--- config.mk ---
export PLATFORM = sky130hd
export DESIGN_NAME = log_ram_arbiter
export DESIGN_NICKNAME = d
export VERILOG_FILES = /design/src/common/dbg_pkg.sv /design/src/log_ram/log_ram_arbiter.sv
export VERILOG_INCLUDE_DIRS = /design/src /design/src/common
export SDC_FILE = /design/constraint.sdc
export NUM_CORES = 1
export LEC_CHECK = 0
export BUFFER_PORTS_ARGS = -buffer_cell sky130_fd_sc_hd__buf_2
export CAP_MARGIN = 20
export CORE_UTILIZATION = 36
export CTS_BUF_LIST = sky130_fd_sc_hd__clkbuf_8
export DETAILED_ROUTE_END_ITERATION = 8
export GPL_TIMING_DRIVEN = 1
export PLACE_DENSITY = 0.89
export SLEW_MARGIN = 20
export SYNTH_ARGS = -nofsm -noshare
export SYNTH_HDL_FRONTEND = slang
export SYNTH_SLANG_ARGS = --single-unit
--- constraint.sdc ---
create_clock -name clk -period 2.3 [get_ports clk]
set_clock_uncertainty 0.15 [all_clocks]
set_input_delay 0.345 -clock clk [delete_from_list [all_inputs] [get_ports clk]]
set_output_delay 0.345 -clock clk [all_outputs]
set_load 0.005 [all_outputs]
--- src/common/dbg_defines.svh ---
// Debug block widths and depths
// Fixed by the QPSK receiver and the GPIO word size
// Shared by RTL and testbench

`ifndef DBG_DEFINES_SVH
`define DBG_DEFINES_SVH

// ========================================
`define NBT_GPIOS    32   // GPIO command and readback word
`define NBT_FSE      8    // FSE input sample S(8,7)
`define NBT_SLCR     12   // Slicer input and error sample S(12,9)
`define NBT_TAPS     8    // Coefficient sample
`define NBT_BER_CNT  64   // One BER counter

`define LOG_DEPTH    1024 // Log RAM words
`define LOG_ADRS_W   10   // Log RAM address bits

`endif

--- src/common/dbg_pkg.sv ---
// Debug block types
// Host opcodes, log and BER selectors, probe bundle,
// BER counter bundle and log RAM request

`include "dbg_defines.svh"

package dbg_pkg;

	// ========================================
	// Host command opcodes, bits 31..24
	typedef enum logic [7:0] {
		OP_DSP_RESET   = 8'h01,
		OP_ADAPT       = 8'h02,
		OP_LOG         = 8'h03,
		OP_RAM_READ    = 8'h04,
		OP_BER_CAPTURE = 8'h05,
		OP_BER_READ    = 8'h06
	} opcode_e;

	// Stream to log
	typedef enum logic [2:0] {
		LOG_FSE   = 3'd0, // Rate 2
		LOG_SLCR  = 3'd1, // Rate 2
		LOG_COEFF = 3'd2, // Rate 1
		LOG_ERR   = 3'd3  // Rate 1
	} log_sel_e;

	// 32-bit half of a BER counter
	typedef enum logic [2:0] {
		BER_ERR_I_LO = 3'b000,
		BER_ERR_I_HI = 3'b001,
		BER_BIT_I_LO = 3'b010,
		BER_BIT_I_HI = 3'b011,
		BER_ERR_Q_LO = 3'b100,
		BER_ERR_Q_HI = 3'b101,
		BER_BIT_Q_LO = 3'b110,
		BER_BIT_Q_HI = 3'b111
	} ber_sel_e;

	// ========================================
	// Receiver probe points
	typedef struct packed {
		logic signed [`NBT_FSE-1:0]  fse_i;
		logic signed [`NBT_FSE-1:0]  fse_q;
		logic signed [`NBT_SLCR-1:0] slcr_i;
		logic signed [`NBT_SLCR-1:0] slcr_q;
		logic signed [`NBT_TAPS-1:0] coeff_i;
		logic signed [`NBT_TAPS-1:0] coeff_q;
		logic signed [`NBT_SLCR-1:0] err_i;
		logic signed [`NBT_SLCR-1:0] err_q;
		logic                        rate2; // Twice baud rate strobe
		logic                        rate1; // Baud rate strobe
	} dsp_probe_t;

	typedef struct packed {
		logic [`NBT_BER_CNT-1:0] err_i;
		logic [`NBT_BER_CNT-1:0] bit_i;
		logic [`NBT_BER_CNT-1:0] err_q;
		logic [`NBT_BER_CNT-1:0] bit_q;
	} ber_cnt_t;

	typedef struct packed {
		logic     wr_en;
		log_sel_e sel;
	} log_ctrl_t;

	// One access on the single RAM port
	typedef struct packed {
		logic                    valid;
		logic                    write;
		logic [`LOG_ADRS_W-1:0]  adrs;
		logic [`NBT_GPIOS-1:0]   wdata;
	} ram_req_t;

endpackage

--- src/log_ram/log_ram_arbiter.sv ---
// Log RAM port arbiter
// Writer always wins, host read takes every free cycle
// Read word is registered only for cycles granted to the host

`timescale 1ns/1ps

`include "dbg_defines.svh"

module log_ram_arbiter (
	input  logic                   clk,
	input  logic                   w_reset_from_vio,
	input  dbg_pkg::ram_req_t      i_wr_req,
	input  logic [`LOG_ADRS_W-1:0] i_rd_adrs,
	input  logic                   i_rd_en,
	output dbg_pkg::ram_req_t      o_mem_req,
	input  logic [`NBT_GPIOS-1:0]  i_mem_rd_data,
	output logic [`NBT_GPIOS-1:0]  o_rd_data
);

	logic                  w_host_grant;
	logic                  r_rd_pend;  // Memory data belongs to host this cycle
	logic [`NBT_GPIOS-1:0] r_rd_data;

	// ========================================
	// Port grant
	assign w_host_grant = i_rd_en & ~i_wr_req.valid;

	always_comb begin
		if (i_wr_req.valid) begin
			o_mem_req = i_wr_req;
		end else begin
			// Host read, no handshake since address is static
			o_mem_req.valid = i_rd_en;
			o_mem_req.write = 1'b0;
			o_mem_req.adrs  = i_rd_adrs;
			o_mem_req.wdata = '0;
		end
	end

	// ========================================
	// Read return path
	always_ff @(posedge clk) begin
		if (w_reset_from_vio)
			r_rd_pend <= 1'b0;
		else
			r_rd_pend <= w_host_grant;
	end

	always_ff @(posedge clk) begin
		if (r_rd_pend)
			r_rd_data <= i_mem_rd_data; // Held through write stalls
	end

	assign o_rd_data = r_rd_data;

endmodule

==> impl_metrics.tcl <==
set metrics [dict create \
    fin_setup_tns_ns 0 \
    path_buf_inv 2 \
    syn2layout_area_growth_pct 68.37 \
    async_reset_ff_frac 0 \
    arrival_ns 1.32 \
    synth-edff-count 32 \
    ir_worst_vdd_uv 197.3 \
    maxSlewViolCount 0 \
    drt_iter0_markers 97 \
    synthesis.nets 172 \
    critical_path_cell_count 3 \
    hold_path.class "input port to flop" \
    synth.area.top_cells "edfxtp_1 (70%), and2_1 (15%), mux2_4 (5.5%)" \
    grt_setup_unrepaired "no" \
    tightestPinTransition_ns 0.5267 \
    p_comb_frac 0.156 \
    hold_start "w_reset_from_vio" \
    maxCapViolCount 0 \
    p_total_w 0.001275 \
    regArea_um2 980.9 \
    hold_viol_final 0 \
    yosys_warnings 0 \
    drive_gt1_frac 0.7262 \
    grt_max_degree 36 \
    synth_flop_cell "edfxtp_1" \
    diodes 0 \
    slowest_delay_ns 0.43 \
    rr_startpoint "r_rd_pend" \
    synth_cell_types 11 \
    cp_max_fo 35 \
    startpoint "i_wr_req[43]" \
    dieWidth_um 63.75 \
    grt_use_total 0.1912 \
    crit_path_start_kind "input port" \
    port_buffers 164 \
    period_share 0.7902 \
    clk_pin_slew_ns 0.06 \
    fill_cells 302 \
    root_buffer "clkbuf_8" \
    cts_tree "done" \
    start_util 0.3749 \
    clock_power_share 0.308 \
    core_area_um2 3661 \
    power_density_nw_per_um2 551.7 \
    multi_input_area_um2 351.6 \
    syn_area_um2 1373 \
    postCtsSetupRepairBufs 0 \
    cp_top_family "buffers and inverters" \
    yosys.area.top_type "edfxtp_1" \
    fin_ws_ns 0.4826 \
    p_leak_nw 1.185 \
    avgRoutedWirePerCell_um 13.00 \
    place_ws_ns 0.4875 \
    dp_hpwl_um 3344 \
    holdPathStages 2 \
    pin_count 165 \
    finalSetupViolations 0 \
    ctsHoldBuffers 0 \
    nNetsFinal 340 \
    cts_resized 0 \
    cts.sinks 33 \
    end_kind "output pin" \
    num_vias 1270 \
    slowest_stage "buf_2" \
    synthCells 83 \
    route.detailed.drc 0 \
    post-route-util 0.6312 \
    rows 22 \
    max-clock-path-buffers 2 \
    die_area_um2 4063 \
    seq_area_frac_synth 0.7147 \
    worst_hold_slack_ns 0.07542 \
    cts_buffers 5 \
    worstSetupPathType "input port to output pin" \
    drt_wl_total_um 3899 \
    swShare 0.2102 \
    dr.pass1.iters 6 \
    synth_most_common_cell "and2_1" \
    p_int_w 0.001007 \
    grt_pass1_vias 1207 \
    synth.avg_cell_area_um2 16.54 \
    ys_ff_latch 33 \
    htree_num_levels 2 \
    grt_pass1_wl_um 5747 \
    grt_overflow 0 \
    outcome "finished clean" \
    crit_path_frequent_cell "buf_2" \
    routed_via_density 4.233 \
    clock_latency_ns 0.27 \
    place_congestion 0.7226 \
    switching_power_w 0.0002680 \
    antenna_found_initial 0 \
    synth_top_area_share 0.7001 \
    seqPwrFrac 0.536 \
    drt.antenna.violating_nets 0 \
    crit_required_ns 1.80 \
    slew_headroom 0.6489 \
    synth_common_cells "and2_1 (33), edfxtp_1 (32), mux2_2 (5), mux2_4 (5), buf_2 (2)" \
    crit_chain "buf_2 > mux2_2 > buf_2" \
    timing.fmax_ghz 0.5502 \
    layout_min_cycle_time_ns 1.817 \
    ff2ff_path_depth 1 \
    die_h_um 63.75 \
]
==> final cells by class <==
cell class | instances | share of cell area
Tap cell | 48 | 0.02599
Clock buffer | 5 | 0.02978
Sequential cell | 33 | 0.4245
Timing Repair Buffer | 166 | 0.3617
Clock inverter | 3 | 0.005956
Multi-Input combinational cell | 45 | 0.1521
==> flip-flops by register name, summed over array words and instances, names as in the netlist <==
register	cells
r_rd_pend	1
o_rd_data	32
==> path summary, 6_finish.rpt <==
| path | slack (ns) | endpoint |
|---|---|---|
| worst max register to register | 1.15 | o_rd_data[4] |
| worst min register to register | 0.60 | o_rd_data[29] |
| worst max-delay path | 0.48 | o_mem_req[33] |
| worst min-delay path | 0.08 | r_rd_pend |
==> cell usage in the layout (no fill, tap or decap), drive strengths merged <==
| cell type | instances |
|---|---|
| buf | 166 |
| clkinv | 2 |
| nor3b | 1 |
| edfxtp | 32 |
| inv | 1 |
| clkbuf | 5 |
| dfxtp | 1 |
| mux2 | 10 |
| or2 | 1 |
| and2 | 33 |
==> per-layer routing <==
layer  vias up  wire length [um]  track usage
li1        622                 -            -
met1       544              1317       0.1900
met2        97              1985       0.3378
met3         7               539      0.09464
met4         0                56      0.07386
met5         -                 0            0
==> kinds of logic after synthesis <==
group,synth area share
buf+inv,0.02916
simple gates,0.1604
mux,0.09571
flops,0.7147
==> power groups by stage <==
stage | clock [W] | combinational (W) | sequential (W)
floorplan | 0 | 0.0000629 | 0.000705
global placement | 0 | 0.000196 | 0.000696
detailed placement | 0 | 0.000202 | 0.000697
CTS | 0.000406 | 0.000202 | 0.000684
global route | 0.000426 | 0.000219 | 0.000685
finish | 0.000392 | 0.000199 | 0.000684
==> per-stage QoR <==
step           std cells  instance area [um2]
3_5_place_dp         292                 2228
2_1_floorplan         83                 1373
4_1_cts              300                 2311
5_1_grt              300                 2311
6_report             300                 2311
3_3_place_gp         292                 2228
Note: power is estimated with default switching activity, not from simulation.
