`src/common/dbg_defines.svh`:
```
// Debug block widths and depths
// Fixed by the QPSK receiver and the GPIO word size
// Shared by RTL and testbench

`ifndef DBG_DEFINES_SVH
`define DBG_DEFINES_SVH

// ========================================
`define NBT_GPIOS    32   // GPIO command and readback word
`define NBT_FSE      8    // FSE input sample S(8,7)
`define NBT_SLCR     12   // Slicer input and error sample S(12,9)
`define NBT_TAPS     8    // Coefficient sample
`define NBT_BER_CNT  64   // One BER counter

`define LOG_DEPTH    1024 // Log RAM words
`define LOG_ADRS_W   10   // Log RAM address bits

`endif

```
`src/common/dbg_pkg.sv`:
```
// Debug block types
// Host opcodes, log and BER selectors, probe bundle,
// BER counter bundle and log RAM request

`include "dbg_defines.svh"

package dbg_pkg;

	// ========================================
	// Host command opcodes, bits 31..24
	typedef enum logic [7:0] {
		OP_DSP_RESET   = 8'h01,
		OP_ADAPT       = 8'h02,
		OP_LOG         = 8'h03,
		OP_RAM_READ    = 8'h04,
		OP_BER_CAPTURE = 8'h05,
		OP_BER_READ    = 8'h06
	} opcode_e;

	// Stream to log
	typedef enum logic [2:0] {
		LOG_FSE   = 3'd0, // Rate 2
		LOG_SLCR  = 3'd1, // Rate 2
		LOG_COEFF = 3'd2, // Rate 1
		LOG_ERR   = 3'd3  // Rate 1
	} log_sel_e;

	// 32-bit half of a BER counter
	typedef enum logic [2:0] {
		BER_ERR_I_LO = 3'b000,
		BER_ERR_I_HI = 3'b001,
		BER_BIT_I_LO = 3'b010,
		BER_BIT_I_HI = 3'b011,
		BER_ERR_Q_LO = 3'b100,
		BER_ERR_Q_HI = 3'b101,
		BER_BIT_Q_LO = 3'b110,
		BER_BIT_Q_HI = 3'b111
	} ber_sel_e;

	// ========================================
	// Receiver probe points
	typedef struct packed {
		logic signed [`NBT_FSE-1:0]  fse_i;
		logic signed [`NBT_FSE-1:0]  fse_q;
		logic signed [`NBT_SLCR-1:0] slcr_i;
		logic signed [`NBT_SLCR-1:0] slcr_q;
		logic signed [`NBT_TAPS-1:0] coeff_i;
		logic signed [`NBT_TAPS-1:0] coeff_q;
		logic signed [`NBT_SLCR-1:0] err_i;
		logic signed [`NBT_SLCR-1:0] err_q;
		logic                        rate2; // Twice baud rate strobe
		logic                        rate1; // Baud rate strobe
	} dsp_probe_t;

	typedef struct packed {
		logic [`NBT_BER_CNT-1:0] err_i;
		logic [`NBT_BER_CNT-1:0] bit_i;
		logic [`NBT_BER_CNT-1:0] err_q;
		logic [`NBT_BER_CNT-1:0] bit_q;
	} ber_cnt_t;

	typedef struct packed {
		logic     wr_en;
		log_sel_e sel;
	} log_ctrl_t;

	// One access on the single RAM port
	typedef struct packed {
		logic                    valid;
		logic                    write;
		logic [`LOG_ADRS_W-1:0]  adrs;
		logic [`NBT_GPIOS-1:0]   wdata;
	} ram_req_t;

endpackage

```
`src/ber/ber_snapshot.sv`:
```
// BER counter snapshot
// Tracks the four live counters while capture is set, freezes
// them when it clears, and returns one registered 32-bit half

`timescale 1ns/1ps

`include "dbg_defines.svh"

module ber_snapshot (
	input  logic                  clk,
	input  logic                  w_reset_from_vio,
	input  dbg_pkg::ber_cnt_t     i_ber_cnt,
	input  logic                  i_capture,
	input  dbg_pkg::ber_sel_e     i_sel,
	output logic [`NBT_GPIOS-1:0] o_ber_word
);

	dbg_pkg::ber_cnt_t     r_snap;
	logic [`NBT_GPIOS-1:0] r_ber_word;
	logic [`NBT_GPIOS-1:0] w_half;

	// ========================================
	always_ff @(posedge clk) begin
		if (w_reset_from_vio)
			r_snap <= '0;
		else if (i_capture)
			r_snap <= i_ber_cnt; // Copy every cycle, frozen otherwise
	end

	// Half select
	always_comb begin
		case (i_sel)
			dbg_pkg::BER_ERR_I_LO: w_half = r_snap.err_i[`NBT_GPIOS-1:0];
			dbg_pkg::BER_ERR_I_HI: w_half = r_snap.err_i[`NBT_BER_CNT-1:`NBT_GPIOS];
			dbg_pkg::BER_BIT_I_LO: w_half = r_snap.bit_i[`NBT_GPIOS-1:0];
			dbg_pkg::BER_BIT_I_HI: w_half = r_snap.bit_i[`NBT_BER_CNT-1:`NBT_GPIOS];
			dbg_pkg::BER_ERR_Q_LO: w_half = r_snap.err_q[`NBT_GPIOS-1:0];
			dbg_pkg::BER_ERR_Q_HI: w_half = r_snap.err_q[`NBT_BER_CNT-1:`NBT_GPIOS];
			dbg_pkg::BER_BIT_Q_LO: w_half = r_snap.bit_q[`NBT_GPIOS-1:0];
			default:               w_half = r_snap.bit_q[`NBT_BER_CNT-1:`NBT_GPIOS];
		endcase
	end

	always_ff @(posedge clk) begin
		if (w_reset_from_vio)
			r_ber_word <= '0;
		else
			r_ber_word <= w_half; // Second cycle after the read command
	end

	assign o_ber_word = r_ber_word;

endmodule

```
`config.mk`:
```
export PLATFORM = sky130hd
export DESIGN_NAME = ber_snapshot
export DESIGN_NICKNAME = d
export VERILOG_FILES = /design/src/common/dbg_pkg.sv /design/src/ber/ber_snapshot.sv
export VERILOG_INCLUDE_DIRS = /design/src /design/src/common
export SDC_FILE = /design/constraint.sdc
export NUM_CORES = 1
export LEC_CHECK = 0
export ABC_AREA = 1
export BUFFER_PORTS_ARGS = -buffer_cell sky130_fd_sc_hd__buf_4
export CAP_MARGIN = 15
export CELL_PAD_IN_SITES_DETAIL_PLACEMENT = 0
export CELL_PAD_IN_SITES_GLOBAL_PLACEMENT = 1
export CORE_ASPECT_RATIO = 1.1
export CORE_MARGIN = 2
export CORE_UTILIZATION = 38
export DETAILED_ROUTE_END_ITERATION = 6
export PLACE_DENSITY = 0.92
export SYNTH_ARGS = -nofsm -noshare
export SYNTH_HDL_FRONTEND = slang
export SYNTH_SLANG_ARGS = --single-unit
```
`constraint.sdc`:
```
create_clock -name clk -period 1.6 [get_ports clk]
set_input_delay 0.48 -clock clk [delete_from_list [all_inputs] [get_ports clk]]
set_output_delay 0.48 -clock clk [all_outputs]
set_load 0.05 [all_outputs]
```
==> impl_metrics.yaml <==
global_routing:
  grt_antenna_before_repair: 3
  gr-total-overflow: 0
  grt_util_all_layers: 0.2522
  grt_max_degree: 93
  grt_pass1_wl_um: 66730
  grt_pass1_vias: 11960
logic_synthesis:
  synth_top_area_frac: 0.4701
  syn_area_sq_mm: 0.01227
  synthTopCellsByArea: "dfxtp_1, nor2_1, o21ai_0"
  syn_inst: 1701
  synth_seq_cells: 288
  syn-num-nets: 1963
  yosysTopAreaCell: "dfxtp_1"
  yosysSeqAreaShare: 0.4701
  synthDistinctLibCells: 17
  yosys_warnings: 0
  avgSynthCellArea_sq_um: 7.211
critical_path:
  critPathKind: "reg2out"
  r2r_end: "o_ber_word[9]"
  critPathLaunchType: "flip-flop"
  path_delay_family: "flip-flops"
  crit_fanout: 1
  critPathSlowestCell: "dfxtp_1"
  worst_setup_path_end_kind: "output pin"
  regToRegSetupSlack_ns: 0.54
  reg2reg_depth: 4
  reg2reg_from: "r_snap[105]"
  path_buf_inv: 1
  required_ns: 1.12
  worstPathCellList: "buf_6"
  crit_end: "o_ber_word[24]"
  startpoint: "o_ber_word[24]"
  critPathArrivalTime_ns: 1.11
  critical_path_depth: 1
  cp_slowest_stage_delay_ns: 0.37
clock_network:
  clk_pin_slew_ns: 0.06
  cts_sinks: 288
  cts_tree: "done"
  cts_setup_buffers: 0
  cts_root_buf: "clkbuf_16"
  hold_buffers: 0
  numCtsBuffers: 30
  cts_htree_levels: 1
  cts_max_path_buffers: 3
  clock_latency_ns: 0.57
route:
  ant_nets: 0
  num_vias: 12760
  drtPass1Iterations: 7
  drc_errors: 0
  drt_iter0_drc: 1594
  wl_per_cell_um: 18.39
  via_per_inst: 5.344
  wirelength_um: 43910
timing:
  finalCritPeriodShare: 0.9920
  period_minus_slack_ns: 1.587
  worstMarginPinSlew_ns: 0.3955
  setup_viol: 0
  worst_slack_ns: 0.01282
  slew_violations: 0
  rsz0062_at_grt: "no"
  finalClockSkew_ns: 0.01629
  max_freq_mhz: 630.0
  max_slew_margin: 0.7363
  hold_viol_final: 0
  setup_tns_ns: 0
  hold_ws_ns: 0.1328
hold_path:
  min_from: "i_ber_cnt[139]"
  min_path_type: "in2reg"
layout:
  num-nets-final: 2202
  n_fill_cell: 3102
  finish.instance_area_sq_mm: 0.01627
  syn_to_final_growth_pct: 32.61
  drive_gt1_frac: 0.2208
floorplanning:
  fp.dieH_um: 192.4
  core_sq_mm: 0.03203
  row_count: 69
  die_area_sq_mm: 0.03373
  io_pins: 294
  initial_core_util: 0.3829
  dieWidth_um: 175.3
pwr:
  cellPowerDensity_mw_per_mm2: 1123
  seq_power_share: 0.441
  p_switching_mw: 4.708
  p_int_mw: 13.57
  combPwrFrac: 0.137
  ir_drop_mv: 0.9060
  clkPwrFrac: 0.422
  p_leak_nw: 7.469
  power_mw: 18.27
  netSwitchingFraction: 0.2577
placement:
  dpl_worst_slack_ns: -0.1750
  place_area_sq_mm: 0.01506
  io_buffers: 293
  gp_congestion: 0.9363
  dp_hpwl_um: 32150
run_status:
  outcome: "complete, no violations"
flow_run:
  max_cap_violations: 0
==> timing repair <==
item / CTS / global route
endpoints found under the setup margin: 16 / 12
resized for setup: 26 / 13
pin swaps: 0 / 0
cloned: 0 / 0
==> registers in the layout, indices dropped and copies added (netlist names) <==
signal      cells
r_snap        256
o_ber_word     32
==> synthesized netlist by cell type (all sizes together) <==
cell,number
dfxtp,288
nand2,128
inv,4
o21ai,288
a21oi,32
nand4,160
clkbuf,60
nand3,65
nor2,577
buf,98
clkinv,1
==> cell usage in the layout, fill, tap and decap left out, drive strengths merged <==
master / n
nand3: 65
buf: 365
o21ai: 288
clkinvlp: 1
nor2: 577
dfxtp: 288
inv: 6
clkbuf: 41
diode: 1
bufinv: 7
nand2: 128
clkinv: 3
nand4: 160
a21oi: 32
==> metrics by stage <==
stage	utilization	std cells
finish	0.5078	2388
global route	0.5078	2388
CTS	0.5069	2387
detailed placement	0.4702	2334
global placement	0.4702	2334
floorplan	-	1701
==> cell type report <==
class / instances / area (sq um) / share of cell area
antenna: 1 / 2.502 / 0.0001538
clock buffer: 41 / 842.1 / 0.05177
clock inverter: 12 / 252.7 / 0.01554
inverter: 5 / 33.78 / 0.002077
multi-input combinational: 1250 / 5595 / 0.3440
sequential: 288 / 5788 / 0.3558
tap: 426 / 533.0 / 0.03277
timing repair buffer: 365 / 3218 / 0.1978
==> power by group through the flow <==
stage               sequential, mW  combinational (mW)  clock [mW]
finish                        8.05                2.51        7.71
global route                  8.08                2.75        8.08
CTS                           8.03                2.50        7.80
detailed placement            8.17                2.46           0
global placement              8.18                2.43           0
floorplan                     8.21                1.17           0
==> layer usage <==
metal,vias to the layer above,wire length (um),global-route usage
met5,-,23,0
met4,4,2284,0.1295
met3,107,3540,0.03723
met2,599,19830,0.4084
met1,5870,18240,0.3274
li1,6182,-,-
==> kinds of logic (layout without fill, tap and decap cells) <==
| logic type | Yosys count | in the layout | synth area share |
|---|---|---|---|
| buffers and inverters | 163 | 423 | 0.07375 |
| AND/OR/NAND/NOR | 930 | 930 | 0.3256 |
| other | 0 | 1 | 0 |
| AO/OA/AOI/OAI | 320 | 320 | 0.1306 |
| flip-flops | 288 | 288 | 0.4701 |
==> tightest hold or removal path, cell delays in order <==
cell and delay [ns]:
buf_4 0.08, nor2_1 0.03, nor2_1 0.08
==> worst min-delay path by stage <==
| stage | depth (start not counted) | end | slack (ns) |
|---|---|---|---|
| after floorplan | 2 | r_snap[227] | 0.45 |
| final | 3 | r_snap[139] | 0.13 |
| after global placement | 2 | r_snap[54] | 0.47 |
| after detailed placement | 2 | r_snap[229] | 0.48 |
| after global routing | 3 | r_snap[149] | 0.13 |
| after CTS | 3 | r_snap[221] | 0.12 |
(Power assumes the default switching activity.)
