### config.mk
export PLATFORM = sky130hd
export DESIGN_NAME = log_capture
export DESIGN_NICKNAME = d
export VERILOG_FILES = /design/src/common/dbg_pkg.sv /design/src/log_ram/log_capture.sv
export VERILOG_INCLUDE_DIRS = /design/src /design/src/common
export SDC_FILE = /design/constraint.sdc
export NUM_CORES = 1
export LEC_CHECK = 0
export BUFFER_PORTS_ARGS = -buffer_cell sky130_fd_sc_hd__buf_2
export CAP_MARGIN = 20
export CORE_MARGIN = 2
export CORE_UTILIZATION = 45
export CTS_CLUSTER_SIZE = 20
export DETAILED_ROUTE_END_ITERATION = 16
export GPL_TIMING_DRIVEN = 1
export PLACE_DENSITY = 0.82
export SYNTH_ARGS = -nofsm -noshare
export SYNTH_HDL_FRONTEND = slang
export SYNTH_SLANG_ARGS = --single-unit
export TNS_END_PERCENT = 50
### constraint.sdc
create_clock -name clk -period 7.55 [get_ports clk]
set_input_delay 0.755 -clock clk [delete_from_list [all_inputs] [get_ports clk]]
set_output_delay 0.755 -clock clk [all_outputs]
set_load 0.005 [all_outputs]
### src/common/dbg_defines.svh
// Debug block widths and depths
// Fixed by the QPSK receiver and the GPIO word size
// Shared by RTL and testbench

`ifndef DBG_DEFINES_SVH
`define DBG_DEFINES_SVH

// ========================================
`define NBT_GPIOS    32   // GPIO command and readback word
`define NBT_FSE      8    // FSE input sample S(8,7)
`define NBT_SLCR     12   // Slicer input and error sample S(12,9)
`define NBT_TAPS     8    // Coefficient sample
`define NBT_BER_CNT  64   // One BER counter

`define LOG_DEPTH    1024 // Log RAM words
`define LOG_ADRS_W   10   // Log RAM address bits

`endif

### src/common/dbg_pkg.sv
// Debug block types
// Host opcodes, log and BER selectors, probe bundle,
// BER counter bundle and log RAM request

`include "dbg_defines.svh"

package dbg_pkg;

	// ========================================
	// Host command opcodes, bits 31..24
	typedef enum logic [7:0] {
		OP_DSP_RESET   = 8'h01,
		OP_ADAPT       = 8'h02,
		OP_LOG         = 8'h03,
		OP_RAM_READ    = 8'h04,
		OP_BER_CAPTURE = 8'h05,
		OP_BER_READ    = 8'h06
	} opcode_e;

	// Stream to log
	typedef enum logic [2:0] {
		LOG_FSE   = 3'd0, // Rate 2
		LOG_SLCR  = 3'd1, // Rate 2
		LOG_COEFF = 3'd2, // Rate 1
		LOG_ERR   = 3'd3  // Rate 1
	} log_sel_e;

	// 32-bit half of a BER counter
	typedef enum logic [2:0] {
		BER_ERR_I_LO = 3'b000,
		BER_ERR_I_HI = 3'b001,
		BER_BIT_I_LO = 3'b010,
		BER_BIT_I_HI = 3'b011,
		BER_ERR_Q_LO = 3'b100,
		BER_ERR_Q_HI = 3'b101,
		BER_BIT_Q_LO = 3'b110,
		BER_BIT_Q_HI = 3'b111
	} ber_sel_e;

	// ========================================
	// Receiver probe points
	typedef struct packed {
		logic signed [`NBT_FSE-1:0]  fse_i;
		logic signed [`NBT_FSE-1:0]  fse_q;
		logic signed [`NBT_SLCR-1:0] slcr_i;
		logic signed [`NBT_SLCR-1:0] slcr_q;
		logic signed [`NBT_TAPS-1:0] coeff_i;
		logic signed [`NBT_TAPS-1:0] coeff_q;
		logic signed [`NBT_SLCR-1:0] err_i;
		logic signed [`NBT_SLCR-1:0] err_q;
		logic                        rate2; // Twice baud rate strobe
		logic                        rate1; // Baud rate strobe
	} dsp_probe_t;

	typedef struct packed {
		logic [`NBT_BER_CNT-1:0] err_i;
		logic [`NBT_BER_CNT-1:0] bit_i;
		logic [`NBT_BER_CNT-1:0] err_q;
		logic [`NBT_BER_CNT-1:0] bit_q;
	} ber_cnt_t;

	typedef struct packed {
		logic     wr_en;
		log_sel_e sel;
	} log_ctrl_t;

	// One access on the single RAM port
	typedef struct packed {
		logic                    valid;
		logic                    write;
		logic [`LOG_ADRS_W-1:0]  adrs;
		logic [`NBT_GPIOS-1:0]   wdata;
	} ram_req_t;

endpackage

### src/log_ram/log_capture.sv
// Probe stream logger
// Picks one receiver stream and its rate strobe, packs I and Q
// sign-extended into a 32-bit word and writes it to the log RAM
// from address 0 until the RAM is full

`timescale 1ns/1ps

`include "dbg_defines.svh"

module log_capture (
	input  logic                clk,
	input  logic                w_reset_from_vio,
	input  dbg_pkg::log_ctrl_t  i_log_ctrl,
	input  dbg_pkg::dsp_probe_t i_probe,
	output dbg_pkg::ram_req_t   o_wr_req
);

	localparam int HALF_W = `NBT_GPIOS / 2; // One lane per I and Q

	logic                   r_wr_en_d;  // Enable last cycle
	logic [`LOG_ADRS_W:0]   r_wr_cnt;   // Words written, one extra bit for full
	logic                   r_wr_valid;
	logic [`LOG_ADRS_W-1:0] r_wr_adrs;
	logic [`NBT_GPIOS-1:0]  r_wr_data;

	logic                   w_rise;
	logic [`LOG_ADRS_W:0]   w_base;
	logic                   w_full;
	logic                   w_strobe;
	logic [HALF_W-1:0]      w_lane_i;
	logic [HALF_W-1:0]      w_lane_q;
	logic                   w_fire;

	// ========================================
	// Stream select and sign extension
	always_comb begin
		w_strobe = 1'b0;
		w_lane_i = '0;
		w_lane_q = '0;
		case (i_log_ctrl.sel)
			dbg_pkg::LOG_FSE: begin
				w_strobe = i_probe.rate2;
				w_lane_i = {{(HALF_W-`NBT_FSE){i_probe.fse_i[`NBT_FSE-1]}}, i_probe.fse_i};
				w_lane_q = {{(HALF_W-`NBT_FSE){i_probe.fse_q[`NBT_FSE-1]}}, i_probe.fse_q};
			end
			dbg_pkg::LOG_SLCR: begin
				w_strobe = i_probe.rate2;
				w_lane_i = {{(HALF_W-`NBT_SLCR){i_probe.slcr_i[`NBT_SLCR-1]}}, i_probe.slcr_i};
				w_lane_q = {{(HALF_W-`NBT_SLCR){i_probe.slcr_q[`NBT_SLCR-1]}}, i_probe.slcr_q};
			end
			dbg_pkg::LOG_COEFF: begin
				w_strobe = i_probe.rate1;
				w_lane_i = {{(HALF_W-`NBT_TAPS){i_probe.coeff_i[`NBT_TAPS-1]}}, i_probe.coeff_i};
				w_lane_q = {{(HALF_W-`NBT_TAPS){i_probe.coeff_q[`NBT_TAPS-1]}}, i_probe.coeff_q};
			end
			dbg_pkg::LOG_ERR: begin
				w_strobe = i_probe.rate1;
				w_lane_i = {{(HALF_W-`NBT_SLCR){i_probe.err_i[`NBT_SLCR-1]}}, i_probe.err_i};
				w_lane_q = {{(HALF_W-`NBT_SLCR){i_probe.err_q[`NBT_SLCR-1]}}, i_probe.err_q};
			end
			default: ; // Unused codes log nothing
		endcase
	end

	// Restart at address 0 on a new enable
	assign w_rise = i_log_ctrl.wr_en & ~r_wr_en_d;
	assign w_base = w_rise ? '0 : r_wr_cnt;
	assign w_full = (w_base == (`LOG_ADRS_W+1)'(`LOG_DEPTH));
	assign w_fire = i_log_ctrl.wr_en & w_strobe & ~w_full;

	// ========================================
	always_ff @(posedge clk) begin
		if (w_reset_from_vio) begin
			r_wr_en_d  <= 1'b0;
			r_wr_cnt   <= '0;
			r_wr_valid <= 1'b0;
		end else begin
			r_wr_en_d  <= i_log_ctrl.wr_en;
			r_wr_valid <= w_fire;
			r_wr_cnt   <= w_fire ? w_base + 1'b1 : w_base; // Stops at full
		end
	end

	// Write payload
	always_ff @(posedge clk) begin
		if (w_fire) begin
			r_wr_adrs <= w_base[`LOG_ADRS_W-1:0];
			r_wr_data <= {w_lane_i, w_lane_q};
		end
	end

	assign o_wr_req = '{valid: r_wr_valid, write: r_wr_valid,
		adrs: r_wr_adrs, wdata: r_wr_data};

endmodule

==> impl_metrics.ini <==
[status]
status = finished clean

[placement]
place_congestion = 0.860
dp.cells = 377
io_buffers = 131
dp_hpwl_um = 4370

[route]
via_per_inst = 5.39
drcViolationCount = 0
drt_wl_total_um = 5820
highest_layer = met4
wl_met3_um = 391
via_count = 2087
firstDrtPassIters = 4
drt-met1-wl_um = 2180
drt_iter0_markers = 135
wl_met2_um = 3140
routedWlPerCell_um = 15.0
ant_nets = 0

[min_path]
worstHoldPathCells = 2
holdCritStartpoint = r_wr_cnt[8]$_SDFF_PP0_
min_path_type = reg2reg
worstHoldEndpoint = r_wr_cnt[9]$_SDFF_PP0_

[setup_path]
cp_slowest_cell = a211oi_4
critPathMaxFanout = 19
arrival_ps = 2650
regToRegSetupSlack_ps = 5080
cp.required_ps = 7530
crit_type = in2reg
setup.worst_path.end_class = flip-flop
crit_chain = buf_2, nand2b_1, and3_1, a211oi_4, buf_4
critical-path-max-stage-delay_ps = 810
r2r_cells = 4
reg2reg_to = r_wr_adrs[7]$_DFFE_PP_
worstSetupStartpointType = input port
worstReg2RegStart = r_wr_en_d$_SDFF_PP0_

[logic_synthesis]
syn-num-nets = 285
synth-seq-cells = 47
synth_warnings = 0
synth_ff_type = edfxtp_1
netlist_area_mm2 = 0.00225
synth_edf_count = 34
synth_area_per_cell_um2 = 11.4
synthDistinctLibCells = 38
async_reset_ff_share_pct = 0
netlist_instances = 197
synth_seq_area_share_pct = 57.0

[sta]
slew-limit-headroom_pct = 37.8
worst_pin_slew_ps = 930
setup_viol = 0
finClkSkew_ps = 4.75
fin_crit_sh_pct = 35.4
rsz0062_at_grt = no
fmax_ghz = 0.374
setup_tns_ps = 0
final_max_slew_viol_count = 0
layout_min_cycle_time_ps = 2670
hold_violations = 0

[power]
p_switching_uw = 114
p_int_uw = 389
switching_share_pct = 22.6
pwr-share-comb_pct = 13.8
powerDensity_mw_per_mm2 = 166
peakVddDrop_mv = 0.112
p_leak_nw = 1.30
power_frac_seq_pct = 58.0
clock_power_share_pct = 28.2

[global_route]
grt_max_degree = 25
first_global_vias = 1958
antenna_found_initial = 0
grt_first_pass_wirelength_um = 8770
grt-ovfl-total = 0
grtUsageTotal_pct = 20.7

[floorplanning]
die_w_um = 74.7
coreArea_mm2 = 0.00475
initial_core_util_pct = 47.3
io_pins = 132
die_h_um = 74.7
placementRows = 25
dieArea_mm2 = 0.00557

[finish]
final_cell_mix = buf_2 (131), edfxtp_1 (34), a22oi_1 (28)
final_nets = 407
antennaDiodeCount = 0
fill_cells = 405
fin_cells = 387
drive_above_1_share_pct = 47.5
areaGrowthSynthToFinish_pct = 34.4
final_common_cell = buf_2

[clock_network]
insertion_delay_ps = 290
cts_root_buf = clkbuf_8
h-tree-depth = 2
cts_setup_buffers = 0
cts_made_buffers = 5
hold_buffers = 0
ctsResizeCount = 0
cts_buffer_depth = 2
cts.sinks = 47
clk_pin_slew_ps = 80
cts_tree = done

[run]
drv_cap = 0
metrics by stage:
| stage | util, % | cell area [um^2] | worst slack, ps | total power, mW | hold slack [ps] |
|---|---|---|---|---|---|
| after floorplan | - | 2250 | 3140 | 0.328 | 485 |
| after global placement | 61.3 | 2920 | 4640 | 0.364 | 518 |
| after detailed placement | 61.3 | 2920 | 4550 | 0.366 | 536 |
| after CTS | 63.1 | 3000 | 4850 | 0.507 | 548 |
| after global routing | 63.5 | 3020 | 4720 | 0.526 | 574 |
| final | 63.5 | 3020 | 4880 | 0.503 | 544 |
power by group through the flow:
stage / Clock (mW) / Sequential [mW] / Combinational, mW
floorplan: 0 / 0.300 / 0.0282
global placement: 0 / 0.297 / 0.0671
detailed placement: 0 / 0.297 / 0.0682
CTS: 0.147 / 0.292 / 0.0686
global route: 0.157 / 0.293 / 0.0764
finish: 0.142 / 0.292 / 0.0694
worst max path at each step:
stage             startpoint                      to  slack, ps  depth (start not counted)
6_report       i_log_ctrl[3]  r_wr_adrs[7]$_DFFE_PP_       4880                          5
5_1_grt        i_log_ctrl[3]  r_wr_data[9]$_DFFE_PP_       4720                          5
4_1_cts        i_log_ctrl[3]  r_wr_data[9]$_DFFE_PP_       4850                          5
3_5_place_dp   i_log_ctrl[3]  r_wr_adrs[4]$_DFFE_PP_       4550                          5
3_3_place_gp   i_log_ctrl[3]  r_wr_adrs[4]$_DFFE_PP_       4640                          5
2_1_floorplan  i_log_ctrl[2]  r_wr_cnt[0]$_SDFF_PP0_       3140                          4
per-layer routing:
layer / up-vias / track usage (%)
met5: - / 0
met4: 0 / 7.94
met3: 14 / 5.49
met2: 87 / 37.0
met1: 983 / 23.8
li1: 1003 / -
kinds of logic (layout without fill, tap and decap cells):
| logic type | count (synthesis) | in the layout | synth area share [%] |
|---|---|---|---|
| xor gates and xnor gates | 1 | 1 | 0.390 |
| and+or+nand+nor | 64 | 64 | 16.1 |
| AOI/OAI and AO/OA | 57 | 57 | 19.5 |
| buffers and inverters | 26 | 149 | 6.01 |
| DFF | 47 | 47 | 57.0 |
| muxes | 2 | 2 | 0.947 |
sequential cells by signal (all words and copies together), names as in the netlist:
name        flops
r_wr_adrs      10
r_wr_cnt       11
r_wr_data      24
r_wr_en_d       1
r_wr_valid      1
synth_stat cells, types with 2 or more instances:
cell	n	area share (%)
clkbuf_1	10	1.7
or4_1	2	0.67
o21ai_0	2	0.45
nand4_1	2	0.56
nand3_1	4	0.89
a21oi_1	7	1.6
a31o_2	2	0.78
a21o_1	2	0.67
a221o_1	10	4.5
nor3_1	4	0.89
nand2_1	26	4.3
nand2b_1	2	0.56
and3_1	4	1.1
nor3b_1	2	0.67
dfxtp_1	13	12
nor2b_1	4	1.1
a22o_1	2	0.78
a22oi_1	28	9.4
and2_1	4	1.1
buf_4	10	3.3
nand4b_1	2	0.78
inv_1	6	1.0
edfxtp_1	34	45
area by class of cell:
| type | count | area, um^2 | share of cell area [%] |
|---|---|---|---|
| Clock inverter | 1 | 5.00 | 0.166 |
| Tap cell | 67 | 83.8 | 2.78 |
| Clock buffer | 7 | 76.3 | 2.53 |
| Multi-Input combinational cell | 124 | 858 | 28.4 |
| Timing Repair Buffer | 135 | 693 | 22.9 |
| Inverter | 6 | 22.5 | 0.746 |
| Sequential cell | 47 | 1280 | 42.4 |
worst max-delay path: cells and delay by family:
family | cells | cell delay, ps
AND/OR/NAND/NOR | 2 | 570
buffers and inverters | 2 | 500
AO/OA/AOI/OAI | 1 | 810
(Power assumes the default switching activity.)
