File: config.mk
export PLATFORM = sky130hd
export DESIGN_NAME = host_regfile
export DESIGN_NICKNAME = d
export VERILOG_FILES = /design/src/common/dbg_pkg.sv /design/src/host_regfile/host_regfile.sv
export VERILOG_INCLUDE_DIRS = /design/src /design/src/common
export SDC_FILE = /design/constraint.sdc
export NUM_CORES = 1
export LEC_CHECK = 0
export ABC_AREA = 1
export BUFFER_PORTS_ARGS = -buffer_cell sky130_fd_sc_hd__buf_2
export CAP_MARGIN = 40
export CELL_PAD_IN_SITES_DETAIL_PLACEMENT = 1
export CELL_PAD_IN_SITES_GLOBAL_PLACEMENT = 1
export CORE_AREA = 2 2 88 90
export DETAILED_ROUTE_END_ITERATION = 8
export DIE_AREA = 0 0 90 92
export GPL_TIMING_DRIVEN = 0
export PLACE_DENSITY = 0.83
export REMOVE_ABC_BUFFERS = 1
export SLEW_MARGIN = 40
export SYNTH_ARGS = -nofsm -noshare
export SYNTH_HDL_FRONTEND = slang
export SYNTH_SLANG_ARGS = --single-unit
File: constraint.sdc
create_clock -name clk -period 1.3 [get_ports clk]
set_input_delay 0.26 -clock clk [delete_from_list [all_inputs] [get_ports clk]]
set_output_delay 0.26 -clock clk [all_outputs]
set_load 0.05 [all_outputs]
File: src/common/dbg_defines.svh
// Debug block widths and depths
// Fixed by the QPSK receiver and the GPIO word size
// Shared by RTL and testbench

`ifndef DBG_DEFINES_SVH
`define DBG_DEFINES_SVH

// ========================================
`define NBT_GPIOS    32   // GPIO command and readback word
`define NBT_FSE      8    // FSE input sample S(8,7)
`define NBT_SLCR     12   // Slicer input and error sample S(12,9)
`define NBT_TAPS     8    // Coefficient sample
`define NBT_BER_CNT  64   // One BER counter

`define LOG_DEPTH    1024 // Log RAM words
`define LOG_ADRS_W   10   // Log RAM address bits

`endif

File: src/common/dbg_pkg.sv
// Debug block types
// Host opcodes, log and BER selectors, probe bundle,
// BER counter bundle and log RAM request

`include "dbg_defines.svh"

package dbg_pkg;

	// ========================================
	// Host command opcodes, bits 31..24
	typedef enum logic [7:0] {
		OP_DSP_RESET   = 8'h01,
		OP_ADAPT       = 8'h02,
		OP_LOG         = 8'h03,
		OP_RAM_READ    = 8'h04,
		OP_BER_CAPTURE = 8'h05,
		OP_BER_READ    = 8'h06
	} opcode_e;

	// Stream to log
	typedef enum logic [2:0] {
		LOG_FSE   = 3'd0, // Rate 2
		LOG_SLCR  = 3'd1, // Rate 2
		LOG_COEFF = 3'd2, // Rate 1
		LOG_ERR   = 3'd3  // Rate 1
	} log_sel_e;

	// 32-bit half of a BER counter
	typedef enum logic [2:0] {
		BER_ERR_I_LO = 3'b000,
		BER_ERR_I_HI = 3'b001,
		BER_BIT_I_LO = 3'b010,
		BER_BIT_I_HI = 3'b011,
		BER_ERR_Q_LO = 3'b100,
		BER_ERR_Q_HI = 3'b101,
		BER_BIT_Q_LO = 3'b110,
		BER_BIT_Q_HI = 3'b111
	} ber_sel_e;

	// ========================================
	// Receiver probe points
	typedef struct packed {
		logic signed [`NBT_FSE-1:0]  fse_i;
		logic signed [`NBT_FSE-1:0]  fse_q;
		logic signed [`NBT_SLCR-1:0] slcr_i;
		logic signed [`NBT_SLCR-1:0] slcr_q;
		logic signed [`NBT_TAPS-1:0] coeff_i;
		logic signed [`NBT_TAPS-1:0] coeff_q;
		logic signed [`NBT_SLCR-1:0] err_i;
		logic signed [`NBT_SLCR-1:0] err_q;
		logic                        rate2; // Twice baud rate strobe
		logic                        rate1; // Baud rate strobe
	} dsp_probe_t;

	typedef struct packed {
		logic [`NBT_BER_CNT-1:0] err_i;
		logic [`NBT_BER_CNT-1:0] bit_i;
		logic [`NBT_BER_CNT-1:0] err_q;
		logic [`NBT_BER_CNT-1:0] bit_q;
	} ber_cnt_t;

	typedef struct packed {
		logic     wr_en;
		log_sel_e sel;
	} log_ctrl_t;

	// One access on the single RAM port
	typedef struct packed {
		logic                    valid;
		logic                    write;
		logic [`LOG_ADRS_W-1:0]  adrs;
		logic [`NBT_GPIOS-1:0]   wdata;
	} ram_req_t;

endpackage

File: src/host_regfile/host_regfile.sv
// Host register file
// Decodes strobed GPIO command words into the control registers
// and picks the word returned on the GPIO readback

`timescale 1ns/1ps

`include "dbg_defines.svh"

module host_regfile (
	input  logic                   clk,
	input  logic                   w_reset_from_vio,
	input  logic [`NBT_GPIOS-1:0]  i_gpio_cmd,
	output dbg_pkg::log_ctrl_t     o_log_ctrl,
	output logic [`LOG_ADRS_W-1:0] o_rd_adrs,
	output logic                   o_rd_en,
	output logic                   o_ber_capture,
	output dbg_pkg::ber_sel_e      o_ber_sel,
	input  logic [`NBT_GPIOS-1:0]  i_ram_rd_data,
	input  logic [`NBT_GPIOS-1:0]  i_ber_word,
	output logic [`NBT_GPIOS-1:0]  o_gpio_rd,
	output logic                   o_dsp_reset,
	output logic                   o_adapt_en
);

	// ========================================
	// Command word fields
	dbg_pkg::opcode_e       w_op;
	logic                   w_strobe;

	logic                   r_dsp_reset;
	logic                   r_adapt_en;
	dbg_pkg::log_ctrl_t     r_log_ctrl;
	logic [`LOG_ADRS_W-1:0] r_rd_adrs;
	logic                   r_rd_en;
	logic                   r_ber_capture;
	dbg_pkg::ber_sel_e      r_ber_sel;
	logic                   r_ber_rd_en;

	assign w_op     = dbg_pkg::opcode_e'(i_gpio_cmd[31:24]);
	assign w_strobe = i_gpio_cmd[23]; // Command valid while high

	// ========================================
	// Control registers, one edge after the command cycle
	always_ff @(posedge clk) begin
		if (w_reset_from_vio) begin
			r_dsp_reset      <= 1'b1;            // DSP held in reset
			r_adapt_en       <= 1'b0;
			r_log_ctrl.wr_en <= 1'b0;
			r_log_ctrl.sel   <= dbg_pkg::LOG_FSE;
			r_rd_adrs        <= '0;
			r_rd_en          <= 1'b0;
			r_ber_capture    <= 1'b0;
			r_ber_sel        <= dbg_pkg::BER_ERR_I_LO;
			r_ber_rd_en      <= 1'b0;
		end else if (w_strobe) begin
			case (w_op)
				dbg_pkg::OP_DSP_RESET: r_dsp_reset <= i_gpio_cmd[0];
				dbg_pkg::OP_ADAPT:     r_adapt_en  <= i_gpio_cmd[0];
				dbg_pkg::OP_LOG: begin
					r_log_ctrl.sel   <= dbg_pkg::log_sel_e'(i_gpio_cmd[2:0]);
					r_log_ctrl.wr_en <= i_gpio_cmd[3];
				end
				dbg_pkg::OP_RAM_READ: begin
					r_rd_adrs <= i_gpio_cmd[`LOG_ADRS_W-1:0]; // Held static for reads
					r_rd_en   <= i_gpio_cmd[16];
				end
				dbg_pkg::OP_BER_CAPTURE: r_ber_capture <= i_gpio_cmd[0];
				dbg_pkg::OP_BER_READ: begin
					r_ber_sel   <= dbg_pkg::ber_sel_e'(i_gpio_cmd[2:0]);
					r_ber_rd_en <= i_gpio_cmd[3];
				end
				default: ; // Unknown opcode ignored
			endcase
		end
	end

	// ========================================
	// Readback, RAM first then BER half
	always_comb begin
		if (r_rd_en)
			o_gpio_rd = i_ram_rd_data;
		else if (r_ber_rd_en)
			o_gpio_rd = i_ber_word;
		else
			o_gpio_rd = '0;
	end

	assign o_log_ctrl    = r_log_ctrl;
	assign o_rd_adrs     = r_rd_adrs;
	assign o_rd_en       = r_rd_en;
	assign o_ber_capture = r_ber_capture;
	assign o_ber_sel     = r_ber_sel;
	assign o_dsp_reset   = r_dsp_reset;
	assign o_adapt_en    = r_adapt_en;

endmodule

==> results by group <==
Logic synthesis
  • Most frequent cells after synthesis: sky130_fd_sc_hd__nand2_1 (88), sky130_fd_sc_hd__nand3_1 (57), sky130_fd_sc_hd__nor2_1 (44), sky130_fd_sc_hd__dfxtp_1 (22), sky130_fd_sc_hd__inv_1 (16)
  • Yosys warning total: 0
  • Ys flop type: sky130_fd_sc_hd__dfxtp_1
  • Share of the synthesized area in the top cell type: 29.11%
  • Cell type contributing the most total cell area after synthesis: sky130_fd_sc_hd__dfxtp_1
  • Cell with the most instances after synthesis: sky130_fd_sc_hd__nand2_1
  • Fraction of registers with async set or reset after synthesis: 0%
  • Number of enable-type register cells in the synthesized netlist: 0
  • Flip-flop and latch count after synthesis: 22
  • Top area cells in the synthesized netlist: sky130_fd_sc_hd__dfxtp_1 (29%), sky130_fd_sc_hd__nand2_1 (22%), sky130_fd_sc_hd__nand3_1 (19%), sky130_fd_sc_hd__nor2_1 (11%), sky130_fd_sc_hd__nor2_4 (5.2%)
  • Sequential area share after synthesis: 29.11%
  • Netlist area before placement: between 1500 and 2000 um2
  • Cell count after synthesis: ~260
  • Post-Synthesis Mean Instance Area: 5.752 um2
  • Number of distinct library cells after synthesis: 17

Timing
  • Peak clock frequency supported by timing: roughly 670 MHz
  • Setup repair after global routing missed its margin: true
  • Final Critical Period: about 1.5 ns
  • Number of setup violations in the final report: 33
  • Slew margin rel.: 56.46%
  • Final Cycle Share: 115.0%
  • Clk_skew: 0 ns
  • Final-report max-slew violation count: 0
  • Least-Margin Pin Slew: approximately 0.65 ns
  • Post-layout worst setup margin: -0.1952 ns
  • Number of hold violations in the final report: 0

Clocking
  • H-Tree Depth: 1
  • TritonCTS clock tree: built
  • Clock-pin slew on the worst setup and hold paths: 0.08 ns
  • Number of buffers added to fix hold violations after cts: 0
  • Clock tree root driver cell: sky130_fd_sc_hd__clkbuf_8
  • Number of clock sinks seen by CTS: 22
  • Num CTS Buffers: 3
  • Worst-skew pair later-pin latency: 0.26 ns
  • CTS Buffer Depth: 2

Final layout
  • Ratio of cells with drive above 1 in the final layout: 49.00%
  • Nets: roughly 500
  • Number of fillers in the final layout: between 900 and 1000
  • Diodes inserted: 0
  • Synthesis-to-finish area growth: 88.42%
  • Non-filler cells, final: between 500 and 600

Floorplanning
  • Area of the die: 8280 um2
  • Total I/O pin count: 151
  • Chip Width: about 90 um
  • Die height: approximately 90 um
  • Starting utilization of the core area: between 20% and 30%
  • Number of rows created at floorplan: 32
  • Std-Cell Core Area: around 7400 um2

Setup path
  • Startpoint-to-endpoint class of the critical path: reg2out
  • R2r worst-path depth: 4
  • CP endpoint kind: output port
  • Origin of the worst setup path: o_rd_en
  • Startpoint of the lowest-slack register-to-register path: o_rd_en
  • Required time at the endpoint of the critical path: between 1 and 1.5 ns
  • Critical path peak fanout: 6
  • Kind of launch point of the worst setup path: flop
  • Worst path arrival time: 1.24 ns

Outcome
  • Run status: finished, violations left
  • Failing checks: negative setup slack

Drt
  • Initial drt markers: 23
  • Count of TritonRoute iterations in the first routing pass: 4
  • Number of nets with antenna violations after routing: 0
  • Overall routed net length: ~7300 um
  • Vias: 2238
  • DRC violations left: 0
  • Average detailed-routed wire length per instance: approximately 14 um
  • Mean number of vias per cell: 4.440

Worst hold path
  • Path class of the lowest-slack min-delay path: in2reg
  • WHS Path Cells: 3
  • Startpoint of the most critical hold path: i_gpio_cmd[0]

Global routing
  • Vias in the first global route: 2327
  • Global-route congestion overflow total: 0
  • Maximum number of pins on one net before global-route repair: 23
  • Initial antenna violation count: 0
  • Wire length of the first global-routing pass: ~12000 um
  • GRT Overall Usage: 17.10%

Power
  • Max IR drop VDD: about 0.00047 V
  • Power density over the cells: between 500 and 600 nW/um2
  • Static leakage: roughly 1.5 nW

Place
  • HPWL reported at the end of detailed placement: 4787 um
  • Minimum setup slack after placement: -0.6053 ns
  • Number of placed instances with taps included: about 490
  • Port Buffers: between 100 and 150
  • Global placer's final weighted congestion: about 0.75

Job
  • Maxcap violations: 0
## layer usage
layer,track usage (%),share of wire (%)
met5,0,0
met4,1.410,0.36
met1,19.66,41
met3,3.780,7.6
met2,33.40,51
## power by group
group / internal [mW] / total (mW) / leakage [nW] / switching (mW)
Combinational: 0.123 / 0.266 / 1.28 / 0.143
Sequential: 0.671 / 0.671 / 0.179 / 0.000831
Clock: 0.270 / 0.502 / 0.0288 / 0.232
Total: 1.06 / 1.44 / 1.49 / 0.376
## cells by family after synthesis
logic type / count (synthesis) / synth area share, %
AO/OA/AOI/OAI: 3 / 0.9923
buffers and inverters: 35 / 9.926
AND/OR/NAND/NOR: 203 / 59.97
flip-flops: 22 / 29.11
## cell usage in the layout, fill, tap and decap left out, types with 3 or more instances in the layout
cell type                  Yosys  final
sky130_fd_sc_hd__nand2_2       2     17
sky130_fd_sc_hd__buf_2         6    105
sky130_fd_sc_hd__buf_6         1     33
sky130_fd_sc_hd__nor2_1       44     44
sky130_fd_sc_hd__nand3_2       1      7
sky130_fd_sc_hd__clkbuf_8      0      4
sky130_fd_sc_hd__nor2_4        7      9
sky130_fd_sc_hd__dfxtp_1      22     20
sky130_fd_sc_hd__inv_1        16     15
sky130_fd_sc_hd__buf_8         0      5
sky130_fd_sc_hd__inv_2         3      3
sky130_fd_sc_hd__buf_12        0      4
sky130_fd_sc_hd__nand3_1      57     51
sky130_fd_sc_hd__nand2_1      88     72
## through the flow
stage / utilization [%] / area [um2] / hold slack [ns] / setup TNS (ns) / power, mW
6_report: 38.27 / 2850 / 0.2325 / -5.169 / 1.439
5_1_grt: 38.27 / 2850 / 0.2529 / -7.415 / 1.510
4_1_cts: 36.96 / 2753 / 0.2302 / -5.149 / 1.447
3_5_place_dp: 30.28 / 2255 / 0.4705 / -22.96 / 0.9377
3_3_place_gp: 30.24 / 2252 / 0.4559 / -47.33 / 0.9318
2_1_floorplan: - / 1434 / 0.3862 / -39.37 / 0.7776
## cell type report
cell class | count | area, um2 | share of cell area [%]
repair buffers | 150 | 1095 | 38.41
multi-input cells | 206 | 1007 | 35.34
flip-flops and latches | 22 | 447.9 | 15.72
well taps | 102 | 127.6 | 4.478
inverters | 19 | 87.58 | 3.073
clock buffers | 4 | 55.05 | 1.932
repair inverters | 1 | 30.03 | 1.054
## worst paths after layout
kind / to / slack (ns)
setup / recovery: o_gpio_rd[19] / -0.20
setup reg to reg: o_rd_en / 0.41
hold reg to reg: o_rd_adrs[0] / 0.48
hold / removal: o_dsp_reset / 0.23
## repair_timing
item                                    CTS  global route
buffers inserted                         10             1
cloned                                    2             0
pin swaps                                 2             4
gates resized for setup                  91            28
endpoints found under the setup margin   44            44
## sequential cells by signal (all words and copies together) (netlist names)
signal	count
o_adapt_en	1
o_ber_capture	1
o_ber_sel	3
o_dsp_reset	1
o_log_ctrl	4
o_rd_adrs	10
o_rd_en	1
r_ber_rd_en	1
## critical path: stages, from the launching register on
cell	delay (ns)
sky130_fd_sc_hd__dfxtp_4	0.37
sky130_fd_sc_hd__buf_12	0.17
sky130_fd_sc_hd__buf_6	0.13
sky130_fd_sc_hd__nand2_2	0.04
sky130_fd_sc_hd__nand2_1	0.08
sky130_fd_sc_hd__buf_6	0.17
Note: power is estimated with default switching activity, not from simulation.
